$ cat src/hdl/mmu_pkg.sv
package mmu_pkg;

    // ====================
    // sizes
    // ====================
    localparam int ARR_N   = 4;             // array side, tile rows and cols
    localparam int DATA_W  = 8;             // activation / weight width
    localparam int ACC_W   = 16;            // result width, truncated
    localparam int ADDR_W  = 4;             // 16 rows per memory
    localparam int OUT_LAT = 2*ARR_N - 1;   // out_start to first aligned result row

    // ====================
    // port structs
    // ====================
    typedef logic [ARR_N-1:0][DATA_W-1:0] row_t;       // lane k in [k]
    typedef logic [ARR_N-1:0][ACC_W-1:0]  res_row_t;   // column c in [c]

    typedef struct packed {
        logic              en;              // one row per cycle
        logic [ADDR_W-1:0] addr;
        row_t              data;
    } mem_wr_t;

    typedef struct packed {
        logic              en;
        logic [ADDR_W-1:0] addr;            // out_base + row
        res_row_t          data;
    } res_wr_t;

    // ====================
    // controller states
    // ====================
    typedef enum logic [1:0] {
        LD_IDLE,
        LD_SHIFT,
        LD_DONE
    } ld_state_t;

    typedef enum logic [1:0] {
        RD_IDLE,
        RD_STREAM,
        RD_DRAIN,
        RD_DONE
    } rd_state_t;

endpackage
$ cat src/hdl/mmu_top.sv
`timescale 1ns/1ps

module mmu_top (
    input  logic                       clk,
    input  logic                       rst_n,
    input  mmu_pkg::mem_wr_t           in_wr,
    input  mmu_pkg::mem_wr_t           wt_wr,
    input  logic                       load_req,
    output logic                       load_ack,
    input  logic [mmu_pkg::ADDR_W-1:0] wt_base,
    input  logic                       run_req,
    output logic                       run_ack,
    input  logic [mmu_pkg::ADDR_W-1:0] in_base,
    input  logic [mmu_pkg::ADDR_W-1:0] out_base,
    input  logic [mmu_pkg::ADDR_W-1:0] run_rows,
    input  logic [mmu_pkg::ADDR_W-1:0] out_rd_addr,
    output mmu_pkg::res_row_t          out_rd_data
);
    import mmu_pkg::*;

    row_t     w_shift;
    logic     w_load;
    row_t     a_in;
    logic     a_valid;
    res_row_t sum_out;
    logic     out_start;
    logic     done;
    logic     done_q;                       // for done rising edge
    logic     run_busy;
    logic     run_go;
    logic     load_go;                      // load_req as the loader sees it

    // ====================
    // run handshake
    // ====================
    // start once per req and not while a weight load handshake is open
    assign run_go = run_req && !run_busy && !run_ack && !load_req && !load_ack;

    // a load request waits until the run in progress has finished
    assign load_go = load_req && !run_busy;

    always_ff @(posedge clk or negedge rst_n) begin
        if (!rst_n) begin
            run_busy <= 1'b0;
            run_ack  <= 1'b0;
            done_q   <= 1'b0;
        end else begin
            done_q <= done;
            if (run_go) begin
                run_busy <= 1'b1;
            end else if (run_busy && done && !done_q) begin  // fresh done only
                run_busy <= 1'b0;
                run_ack  <= 1'b1;
            end else if (run_ack && !run_req) begin
                run_ack <= 1'b0;                              // four-phase return
            end
        end
    end

    // ====================
    // sides and array
    // ====================
    input_side i_input_side (
        .clk       (clk),
        .rst_n     (rst_n),
        .in_wr     (in_wr),                  // host write port
        .run_go    (run_go),
        .in_base   (in_base),
        .run_rows  (run_rows),
        .a_in      (a_in),                   // skewed lanes to array
        .a_valid   (a_valid),
        .out_start (out_start)               // to output side
    );

    weight_loader i_weight_loader (
        .clk      (clk),
        .rst_n    (rst_n),
        .wt_wr    (wt_wr),
        .load_req (load_go),
        .wt_base  (wt_base),
        .load_ack (load_ack),
        .w_shift  (w_shift),
        .w_load   (w_load)
    );

    systolic_array i_systolic_array (
        .clk     (clk),
        .rst_n   (rst_n),
        .w_shift (w_shift),
        .w_load  (w_load),
        .a_in    (a_in),
        .a_valid (a_valid),
        .sum_out (sum_out)                   // skewed per column
    );

    output_side i_output_side (
        .clk         (clk),
        .rst_n       (rst_n),
        .out_start   (out_start),
        .run_rows    (run_rows),
        .out_base    (out_base),
        .sum_out     (sum_out),
        .out_rd_addr (out_rd_addr),          // host read port
        .out_rd_data (out_rd_data),
        .done        (done)
    );

endmodule

$ cat src/hdl/output_side.sv
`timescale 1ns/1ps

module output_side (
    input  logic                       clk,
    input  logic                       rst_n,
    input  logic                       out_start,
    input  logic [mmu_pkg::ADDR_W-1:0] run_rows,
    input  logic [mmu_pkg::ADDR_W-1:0] out_base,
    input  mmu_pkg::res_row_t          sum_out,
    input  logic [mmu_pkg::ADDR_W-1:0] out_rd_addr,
    output mmu_pkg::res_row_t          out_rd_data,
    output logic                       done
);
    import mmu_pkg::*;

    res_row_t          out_mem [2**ADDR_W];  // output memory
    res_row_t          hist [ARR_N-1];       // past array rows with [j] j+1 cycles old
    res_row_t          aligned;              // deskewed result row
    res_wr_t           res_wr;
    logic              active;
    logic [ADDR_W:0]   cyc;                  // cycles since out_start
    logic [ADDR_W:0]   end_cyc;              // first cycle past the last row
    logic [ADDR_W-1:0] rows_q;

    // ====================
    // deskew
    // ====================
    always_ff @(posedge clk) begin
        hist[0] <= sum_out;
        for (int j = 1; j < ARR_N-1; j++) begin
            hist[j] <= hist[j-1];
        end
    end

    // column c leaves the array c cycles late so hold it ARR_N-1-c more
    for (genvar c = 0; c < ARR_N; c++) begin : g_deskew
        if (c == ARR_N-1) begin : g_now
            assign aligned[c] = sum_out[c];
        end else begin : g_old
            assign aligned[c] = hist[ARR_N-2-c][c];
        end
    end

    // ====================
    // write controller
    // ====================
    assign end_cyc = (ADDR_W+1)'(OUT_LAT) + {1'b0, rows_q};

    always_ff @(posedge clk or negedge rst_n) begin
        if (!rst_n) begin
            active <= 1'b0;
            cyc    <= '0;
            rows_q <= '0;
            done   <= 1'b0;
            res_wr <= '0;
        end else begin
            if (out_start) begin
                active <= 1'b1;
                cyc    <= (ADDR_W+1)'(1);        // cycle after the pulse
                rows_q <= run_rows;
                done   <= 1'b0;                  // new run clears done
            end else if (active) begin
                cyc <= cyc + 1'b1;
                if (cyc == end_cyc) begin        // last row written at this edge
                    active <= 1'b0;
                    done   <= 1'b1;
                end
            end
            res_wr.en   <= active && (cyc >= (ADDR_W+1)'(OUT_LAT)) && (cyc < end_cyc);
            res_wr.addr <= out_base + ADDR_W'(cyc - OUT_LAT);  // base + row
            res_wr.data <= aligned;
        end
    end

    // ====================
    // memory
    // ====================
    always_ff @(posedge clk) begin
        if (res_wr.en) begin
            out_mem[res_wr.addr] <= res_wr.data;
        end
        out_rd_data <= out_mem[out_rd_addr];     // host read in one cycle
    end

endmodule

$ cat src/hdl/weight_loader.sv
`timescale 1ns/1ps

module weight_loader (
    input  logic                       clk,
    input  logic                       rst_n,
    input  mmu_pkg::mem_wr_t           wt_wr,
    input  logic                       load_req,
    input  logic [mmu_pkg::ADDR_W-1:0] wt_base,
    output logic                       load_ack,
    output mmu_pkg::row_t              w_shift,
    output logic                       w_load
);
    import mmu_pkg::*;

    row_t              wt_mem [2**ADDR_W];  // weight memory
    ld_state_t         state;
    logic [ADDR_W-1:0] cnt;                 // shift cycle
    logic [ADDR_W-1:0] rd_addr;

    always_ff @(posedge clk) begin
        if (wt_wr.en) begin
            wt_mem[wt_wr.addr] <= wt_wr.data;    // host write
        end
    end

    // last tile row goes in first so row k lands in cell row k
    assign rd_addr = wt_base + ADDR_W'(ARR_N - 1) - cnt;
    assign w_shift = (state == LD_SHIFT) ? wt_mem[rd_addr] : '0;

    always_ff @(posedge clk or negedge rst_n) begin
        if (!rst_n) begin
            state    <= LD_IDLE;
            cnt      <= '0;
            w_load   <= 1'b0;
            load_ack <= 1'b0;
        end else begin
            case (state)
                LD_IDLE: begin
                    if (load_req) begin                  // detect cycle
                        state <= LD_SHIFT;
                        cnt   <= '0;
                    end
                end
                LD_SHIFT: begin
                    cnt <= cnt + 1'b1;
                    if (cnt == ADDR_W'(ARR_N - 1)) begin // chain full
                        state  <= LD_DONE;
                        w_load <= 1'b1;
                    end
                end
                LD_DONE: begin
                    if (!load_ack) begin
                        w_load   <= 1'b0;                // commit cycle
                        load_ack <= 1'b1;
                    end else if (!load_req) begin
                        load_ack <= 1'b0;                // four-phase return
                        state    <= LD_IDLE;
                    end
                end
                default: state <= LD_IDLE;
            endcase
        end
    end

endmodule

$ cat src/hdl/input_side.sv
`timescale 1ns/1ps

module input_side (
    input  logic                       clk,
    input  logic                       rst_n,
    input  mmu_pkg::mem_wr_t           in_wr,
    input  logic                       run_go,
    input  logic [mmu_pkg::ADDR_W-1:0] in_base,
    input  logic [mmu_pkg::ADDR_W-1:0] run_rows,
    output mmu_pkg::row_t              a_in,
    output logic                       a_valid,
    output logic                       out_start
);
    import mmu_pkg::*;

    row_t              in_mem [2**ADDR_W];  // input memory
    rd_state_t         state;
    logic [ADDR_W-1:0] cnt;                 // row count, then drain count
    row_t              rd_row;              // registered read data

    // ====================
    // memory
    // ====================
    always_ff @(posedge clk) begin
        if (in_wr.en) begin
            in_mem[in_wr.addr] <= in_wr.data;    // host write
        end
        rd_row <= in_mem[in_base + cnt];         // sync read at base + row
    end

    // ====================
    // read controller
    // ====================
    always_ff @(posedge clk or negedge rst_n) begin
        if (!rst_n) begin
            state     <= RD_IDLE;
            cnt       <= '0;
            a_valid   <= 1'b0;
            out_start <= 1'b0;
        end else begin
            a_valid   <= (state == RD_STREAM);                 // lines up with rd_row
            out_start <= (state == RD_STREAM) && (cnt == '0);  // first read only
            case (state)
                RD_IDLE: begin
                    if (run_go) begin
                        state <= RD_STREAM;
                        cnt   <= '0;
                    end
                end
                RD_STREAM: begin
                    if (cnt == run_rows - 1'b1) begin            // last row read
                        state <= RD_DRAIN;
                        cnt   <= '0;
                    end else begin
                        cnt <= cnt + 1'b1;
                    end
                end
                RD_DRAIN: begin
                    if (cnt == ADDR_W'(ARR_N - 2)) begin         // skew regs flushed
                        state <= RD_DONE;
                        cnt   <= '0;
                    end else begin
                        cnt <= cnt + 1'b1;
                    end
                end
                RD_DONE:  state <= RD_IDLE;
                default:  state <= RD_IDLE;
            endcase
        end
    end

    // lane k delayed by k cycles
    for (genvar k = 0; k < ARR_N; k++) begin : g_lane
        if (k == 0) begin : g_direct
            assign a_in[k] = rd_row[k];                  // no skew on lane 0
        end else begin : g_skew
            logic [DATA_W-1:0] pipe [k];                 // k stage delay line

            always_ff @(posedge clk) begin
                pipe[0] <= rd_row[k];
                for (int j = 1; j < k; j++) begin
                    pipe[j] <= pipe[j-1];
                end
            end
            assign a_in[k] = pipe[k-1];
        end
    end

endmodule

$ cat src/hdl/systolic_array.sv
`timescale 1ns/1ps

module systolic_array (
    input  logic                  clk,
    input  logic                  rst_n,
    input  mmu_pkg::row_t         w_shift,
    input  logic                  w_load,
    input  mmu_pkg::row_t         a_in,
    input  logic                  a_valid,
    output mmu_pkg::res_row_t     sum_out
);
    import mmu_pkg::*;

    // bus [r][c] feeds cell (r,c); the extra slot is the edge output
    logic [DATA_W-1:0] w_bus [ARR_N+1][ARR_N];   // weights, down
    logic [DATA_W-1:0] a_bus [ARR_N][ARR_N+1];   // activations, right
    logic              v_bus [ARR_N][ARR_N+1];   // valids, right
    logic [ACC_W-1:0]  s_bus [ARR_N+1][ARR_N];   // partial sums, down
    logic [ARR_N-2:0]  vld_sr;                   // valid skew chain
    logic [ARR_N-1:0]  row_vld;

    // row r valid trails row 0 by r cycles, same as its data lane
    assign row_vld = {vld_sr, a_valid};

    always_ff @(posedge clk or negedge rst_n) begin
        if (!rst_n) begin
            vld_sr <= '0;
        end else begin
            vld_sr <= row_vld[ARR_N-2:0];
        end
    end

    for (genvar c = 0; c < ARR_N; c++) begin : g_edge_col
        assign w_bus[0][c] = w_shift[c];        // top of each column
        assign s_bus[0][c] = '0;                // sums start at zero
        assign sum_out[c]  = s_bus[ARR_N][c];   // bottom row out, skewed by c
    end

    for (genvar r = 0; r < ARR_N; r++) begin : g_row
        assign a_bus[r][0] = a_in[r];           // left of each row
        assign v_bus[r][0] = row_vld[r];

        for (genvar c = 0; c < ARR_N; c++) begin : g_col
            mac_pe i_mac_pe (
                .clk         (clk),
                .rst_n       (rst_n),
                .w_shift_in  (w_bus[r][c]),
                .w_load      (w_load),
                .a_in        (a_bus[r][c]),
                .a_valid_in  (v_bus[r][c]),
                .sum_in      (s_bus[r][c]),
                .w_shift_out (w_bus[r+1][c]),
                .a_out       (a_bus[r][c+1]),
                .a_valid_out (v_bus[r][c+1]),
                .sum_out     (s_bus[r+1][c])
            );
        end
    end

endmodule

$ cat src/hdl/mac_pe.sv
`timescale 1ns/1ps

module mac_pe (
    input  logic                       clk,
    input  logic                       rst_n,
    input  logic [mmu_pkg::DATA_W-1:0] w_shift_in,
    input  logic                       w_load,
    input  logic [mmu_pkg::DATA_W-1:0] a_in,
    input  logic                       a_valid_in,
    input  logic [mmu_pkg::ACC_W-1:0]  sum_in,
    output logic [mmu_pkg::DATA_W-1:0] w_shift_out,
    output logic [mmu_pkg::DATA_W-1:0] a_out,
    output logic                       a_valid_out,
    output logic [mmu_pkg::ACC_W-1:0]  sum_out
);
    import mmu_pkg::*;

    logic [DATA_W-1:0] weight;              // stationary weight
    logic [ACC_W-1:0]  product;

    assign product = ACC_W'(a_in) * ACC_W'(weight);   // unsigned, wraps at 16 bits

    always_ff @(posedge clk) begin
        w_shift_out <= w_shift_in;          // weight shift chain, free running
        if (w_load) begin
            weight <= w_shift_out;          // take what the chain holds now
        end
        a_out <= a_in;                      // activation moves right
    end

    always_ff @(posedge clk or negedge rst_n) begin
        if (!rst_n) begin
            a_valid_out <= 1'b0;
            sum_out     <= '0;
        end else begin
            a_valid_out <= a_valid_in;
            sum_out     <= a_valid_in ? sum_in + product : sum_in;  // accumulate down
        end
    end

endmodule

$ cat config.mk
export PLATFORM = sky130hd
export DESIGN_NAME = mmu_top
export DESIGN_NICKNAME = d
export VERILOG_FILES = /design/src/hdl/mmu_pkg.sv /design/src/hdl/mmu_top.sv /design/src/hdl/output_side.sv /design/src/hdl/weight_loader.sv /design/src/hdl/input_side.sv /design/src/hdl/systolic_array.sv /design/src/hdl/mac_pe.sv
export SDC_FILE = /design/constraint.sdc
export NUM_CORES = 2
export LEC_CHECK = 0
export BUFFER_PORTS_ARGS = -buffer_cell sky130_fd_sc_hd__buf_2
export CAP_MARGIN = 20
export CORE_MARGIN = 2
export CORE_UTILIZATION = 39
export DETAILED_ROUTE_END_ITERATION = 10
export GPL_ROUTABILITY_DRIVEN = 0
export PLACE_DENSITY = 0.59
export SLEW_MARGIN = 20
export SYNTH_ARGS = -nofsm -noshare
export SYNTH_HDL_FRONTEND = slang
export SYNTH_SLANG_ARGS = --single-unit
$ cat constraint.sdc
create_clock -name clk -period 6.5 [get_ports clk]
set_input_delay 1.3 -clock clk [delete_from_list [all_inputs] [get_ports clk]]
set_output_delay 1.3 -clock clk [all_outputs]
set_load 0.01 [all_outputs]
==> metrics <==
Die Span Y 606 microns; count of instances resized after the clock tree is built 0; clock latency at the later pin of the worst-skew pair slightly above 0.9 ns; highest-delay cell along the critical path sky130_fd_sc_hd__a2111oi_0; Syn Inst Count 9,229; number of primary I/O pins 164; Die ar. 367,000 sq um; pin count of the biggest net entering global routing 101; launch instance of the worst min-delay path i_output_side.hist[2][13]; unrepaired setup endpoints after global routing false; Tightest Hold Check Type reg2reg; delay of the slowest cell on the worst path around 0.64 ns; total number of H-tree levels 5; setup_tns 0 ns; global-route usage over all layers 0.167; overall via count from detail_route 72,579; Met3 Routed Length roughly 13,000 microns; DRC violations left 0; Root Buffer Master sky130_fd_sc_hd__clkbuf_16; most area-hungry cell type in the Yosys netlist sky130_fd_sc_hd__edfxtp_1; post-detailed-route count of antenna-violating nets 0; slew margin rel. 0.276; largest fanout on the critical path 8; worst reg-to-reg setup slack 1.67 ns; distinct cell type count of the synthesized netlist 66; FMAX ~210 MHz; number of input and output port buffers inserted roughly 160; proportion of layout cells with a drive suffix above 1 0.151; commonest non-fill, non-tap cell in the layout sky130_fd_sc_hd__edfxtp_1; first-pass GRT wire length 472,000 microns; GRT Residual Overflow 0; uppermost layer routed met5; per-cell routed wire length 20.8 microns; flops & latches, synth 3,001; Hold Vio Cnt, Final 0; setup clock skew after layout between 0.05 and 0.06 ns; outcome finished, final reports clean; post-detailed-placement half-perimeter wirelength between 150,000 and 200,000 microns; share of the synthesized area in the top cell type 0.463; detail-routed via count per cell between 4 and 5; maximum root-to-sink buffer count 4; DRT Pass-1 Iters 6; commonest cells after routing, fill and taps aside sky130_fd_sc_hd__edfxtp_1, sky130_fd_sc_hd__inv_1, sky130_fd_sc_hd__fa_1, sky130_fd_sc_hd__and2_1, sky130_fd_sc_hd__nand2_1; Iteration-0 DRC Markers 4,913; width of the die around 600 microns; depth of the worst register-to-register path 16; wire length reported by the detailed router 304,000 microns; routed length on met1 about 140,000 microns; cell types occupying the most area after synthesis sky130_fd_sc_hd__edfxtp_1, sky130_fd_sc_hd__fa_1, sky130_fd_sc_hd__mux4_2; via count of the first global-routing pass 77,814; Setup-failing EPs final 0; kind of start point of the critical path flop; count of hold-fix buffers inserted at cts 0; required time at the worst-slack endpoint 7.29 ns; syn_area_per_cell 15.3 sq um; Critical Path End Type flop; wire length on met2 ~150,000 microns; setup repair bufs after CTS 0; Top FF cell, synth sky130_fd_sc_hd__edfxtp_1; clock transition at the registers of the reported paths 0.06 ns; Min-Delay Endpoint i_output_side.res_wr[13]; Max Cap Violations 0; number of buffers created by CTS between 300 and 400; initial antenna violation count 37; total clock sinks 3,001; Initial Util 0.391; number of nets in the layout 11,020; share of flip-flops with an asynchronous set or reset after synthesis 0.120; slew of the pin with the lowest slew margin 1.09 ns; final critical-path share of the clock period 0.742; YS warnings 0; CORE AREA between 300,000 and 400,000 sq um; standard-cell row count 221; post-synthesis cell area 141,000 sq um; sequential element share of the synthesized area 0.592; classification of the worst setup path reg2reg; most used cell, CP sky130_fd_sc_hd__inv_1; chain of cells forming the critical path and2_1 -> fa_1 -> inv_1 -> fa_1 -> inv_1 -> fa_1 -> inv_1 -> fa_1 -> inv_1 -> ha_1 -> inv_1 -> nor2_1 -> a2111oi_0 -> nor2_1 -> a311oi_1 -> mux2i_1; number of flops mapped to enable cells by yosys approximately 2,200; pins over their slew limit 0; Final Critical Period 4.83 ns; TritonCTS clock tree built; worst hold stages 0; Data arrival, critical path 5.62 ns; number of nets produced by synthesis 10,666; Area growth, synth to finish 12.8%
-- cells in the mapped netlist, drive strengths merged (21+ instances only) --
cell type	count
mux2i	37
inv	1431
xor2	56
a211oi	41
fa	747
nor2	156
a21o	51
nor3	51
o21ai	151
clkbuf	151
xnor2	124
nand2	683
nand2b	22
mux2	47
edfxtp	2176
o211ai	26
nor2b	26
buf	82
o21a	21
dfxtp	464
ha	592
a21oi	162
a31oi	50
and2	691
nand3	35
mux4	609
dfrtp	361
-- worst max-delay path by stage --
| stage | start | endpoint | slack [ns] | cells after the start |
|---|---|---|---|---|
| after floorplan | i_output_side.res_wr[67] | i_output_side.out_mem[0][0] | 0.69 | 2 |
| after global placement | wt_base[1] | flop | 1.70 | 10 |
| after detailed placement | wt_base[1] | flop | 1.67 | 10 |
| after CTS | flop | flop | 1.71 | 16 |
| after global routing | flop | flop | 1.43 | 16 |
| final | flop | flop | 1.67 | 16 |
-- layout make-up --
class	count	area (sq um)
sequential	3001	83700
tap	4794	6000
clock buffer	411	8690
fill	31664	202000
antenna	12	30.0
timing repair buffer	268	1910
inverter	1434	5380
multi-input combinational	4561	51600
clock inverter	179	2020
-- stage by stage --
step / std cells / worst slack (ns) / hold slack [ns] / util / area [sq um]
CTS: 14647 / 1.71 / 0.278 / 0.441 / 159000
global placement: 14057 / 1.70 / 0.310 / 0.411 / 149000
global route: 14652 / 1.43 / 0.311 / 0.441 / 159000
detailed placement: 14057 / 1.67 / 0.312 / 0.411 / 149000
finish: 14660 / 1.67 / 0.310 / 0.441 / 159000
floorplan: 9229 / 0.694 / 0.310 / - / 141000
-- sequential cells by signal (all words and copies together) (netlist names), 2 cells and up --
| signal | flops |
|---|---|
| i_input_side.a_in | 8 |
| i_input_side.cnt | 4 |
| i_input_side.g_lane.g_skew.pipe | 48 |
| i_input_side.in_mem | 512 |
| i_input_side.rd_row | 24 |
| i_input_side.state | 2 |
| i_output_side.cyc | 5 |
| i_output_side.hist | 96 |
| i_output_side.out_mem | 1024 |
| i_output_side.out_rd_data | 64 |
| i_output_side.res_wr | 69 |
| i_output_side.rows_q | 4 |
| i_systolic_array.g_row.g_col.i_mac_pe.a_out | 96 |
| i_systolic_array.g_row.g_col.i_mac_pe.a_valid_out | 3 |
| i_systolic_array.g_row.g_col.i_mac_pe.sum_out | 256 |
| i_systolic_array.g_row.g_col.i_mac_pe.w_shift_out | 128 |
| i_systolic_array.g_row.g_col.i_mac_pe.weight | 128 |
| i_systolic_array.vld_sr | 3 |
| i_weight_loader.cnt | 4 |
| i_weight_loader.state | 2 |
| i_weight_loader.wt_mem | 512 |
-- worst max-delay path, delay by kind of cell (launching register included) --
| kind | cells | cell delay [ns] |
|---|---|---|
| AO/OA/AOI/OAI | 2 | 1.01 |
| adder cells (fa/ha/maj) | 5 | 2.28 |
| flip-flops | 1 | 0.46 |
| AND/OR/NAND/NOR | 3 | 0.44 |
| buffers and inverters | 5 | 0.32 |
| multiplexers | 1 | 0.22 |
-- layer usage --
metal | GRT usage | up-vias
met1 | 0.229 | 37751
li1 | - | 32947
met4 | 0.0366 | 18
met2 | 0.284 | 1445
met3 | 0.0215 | 418
met5 | 0 | -
-- cells by family after synthesis --
| family | synth area share |
|---|---|
| flops | 0.592 |
| xor+xnor | 0.0114 |
| simple gates | 0.0618 |
| fa+ha+maj | 0.158 |
| mux | 0.104 |
| buf+inv | 0.0454 |
| compound gates | 0.0272 |
Power is not shown: default switching activity piles up to over one toggle a cycle in this logic, so the estimate is an artifact.
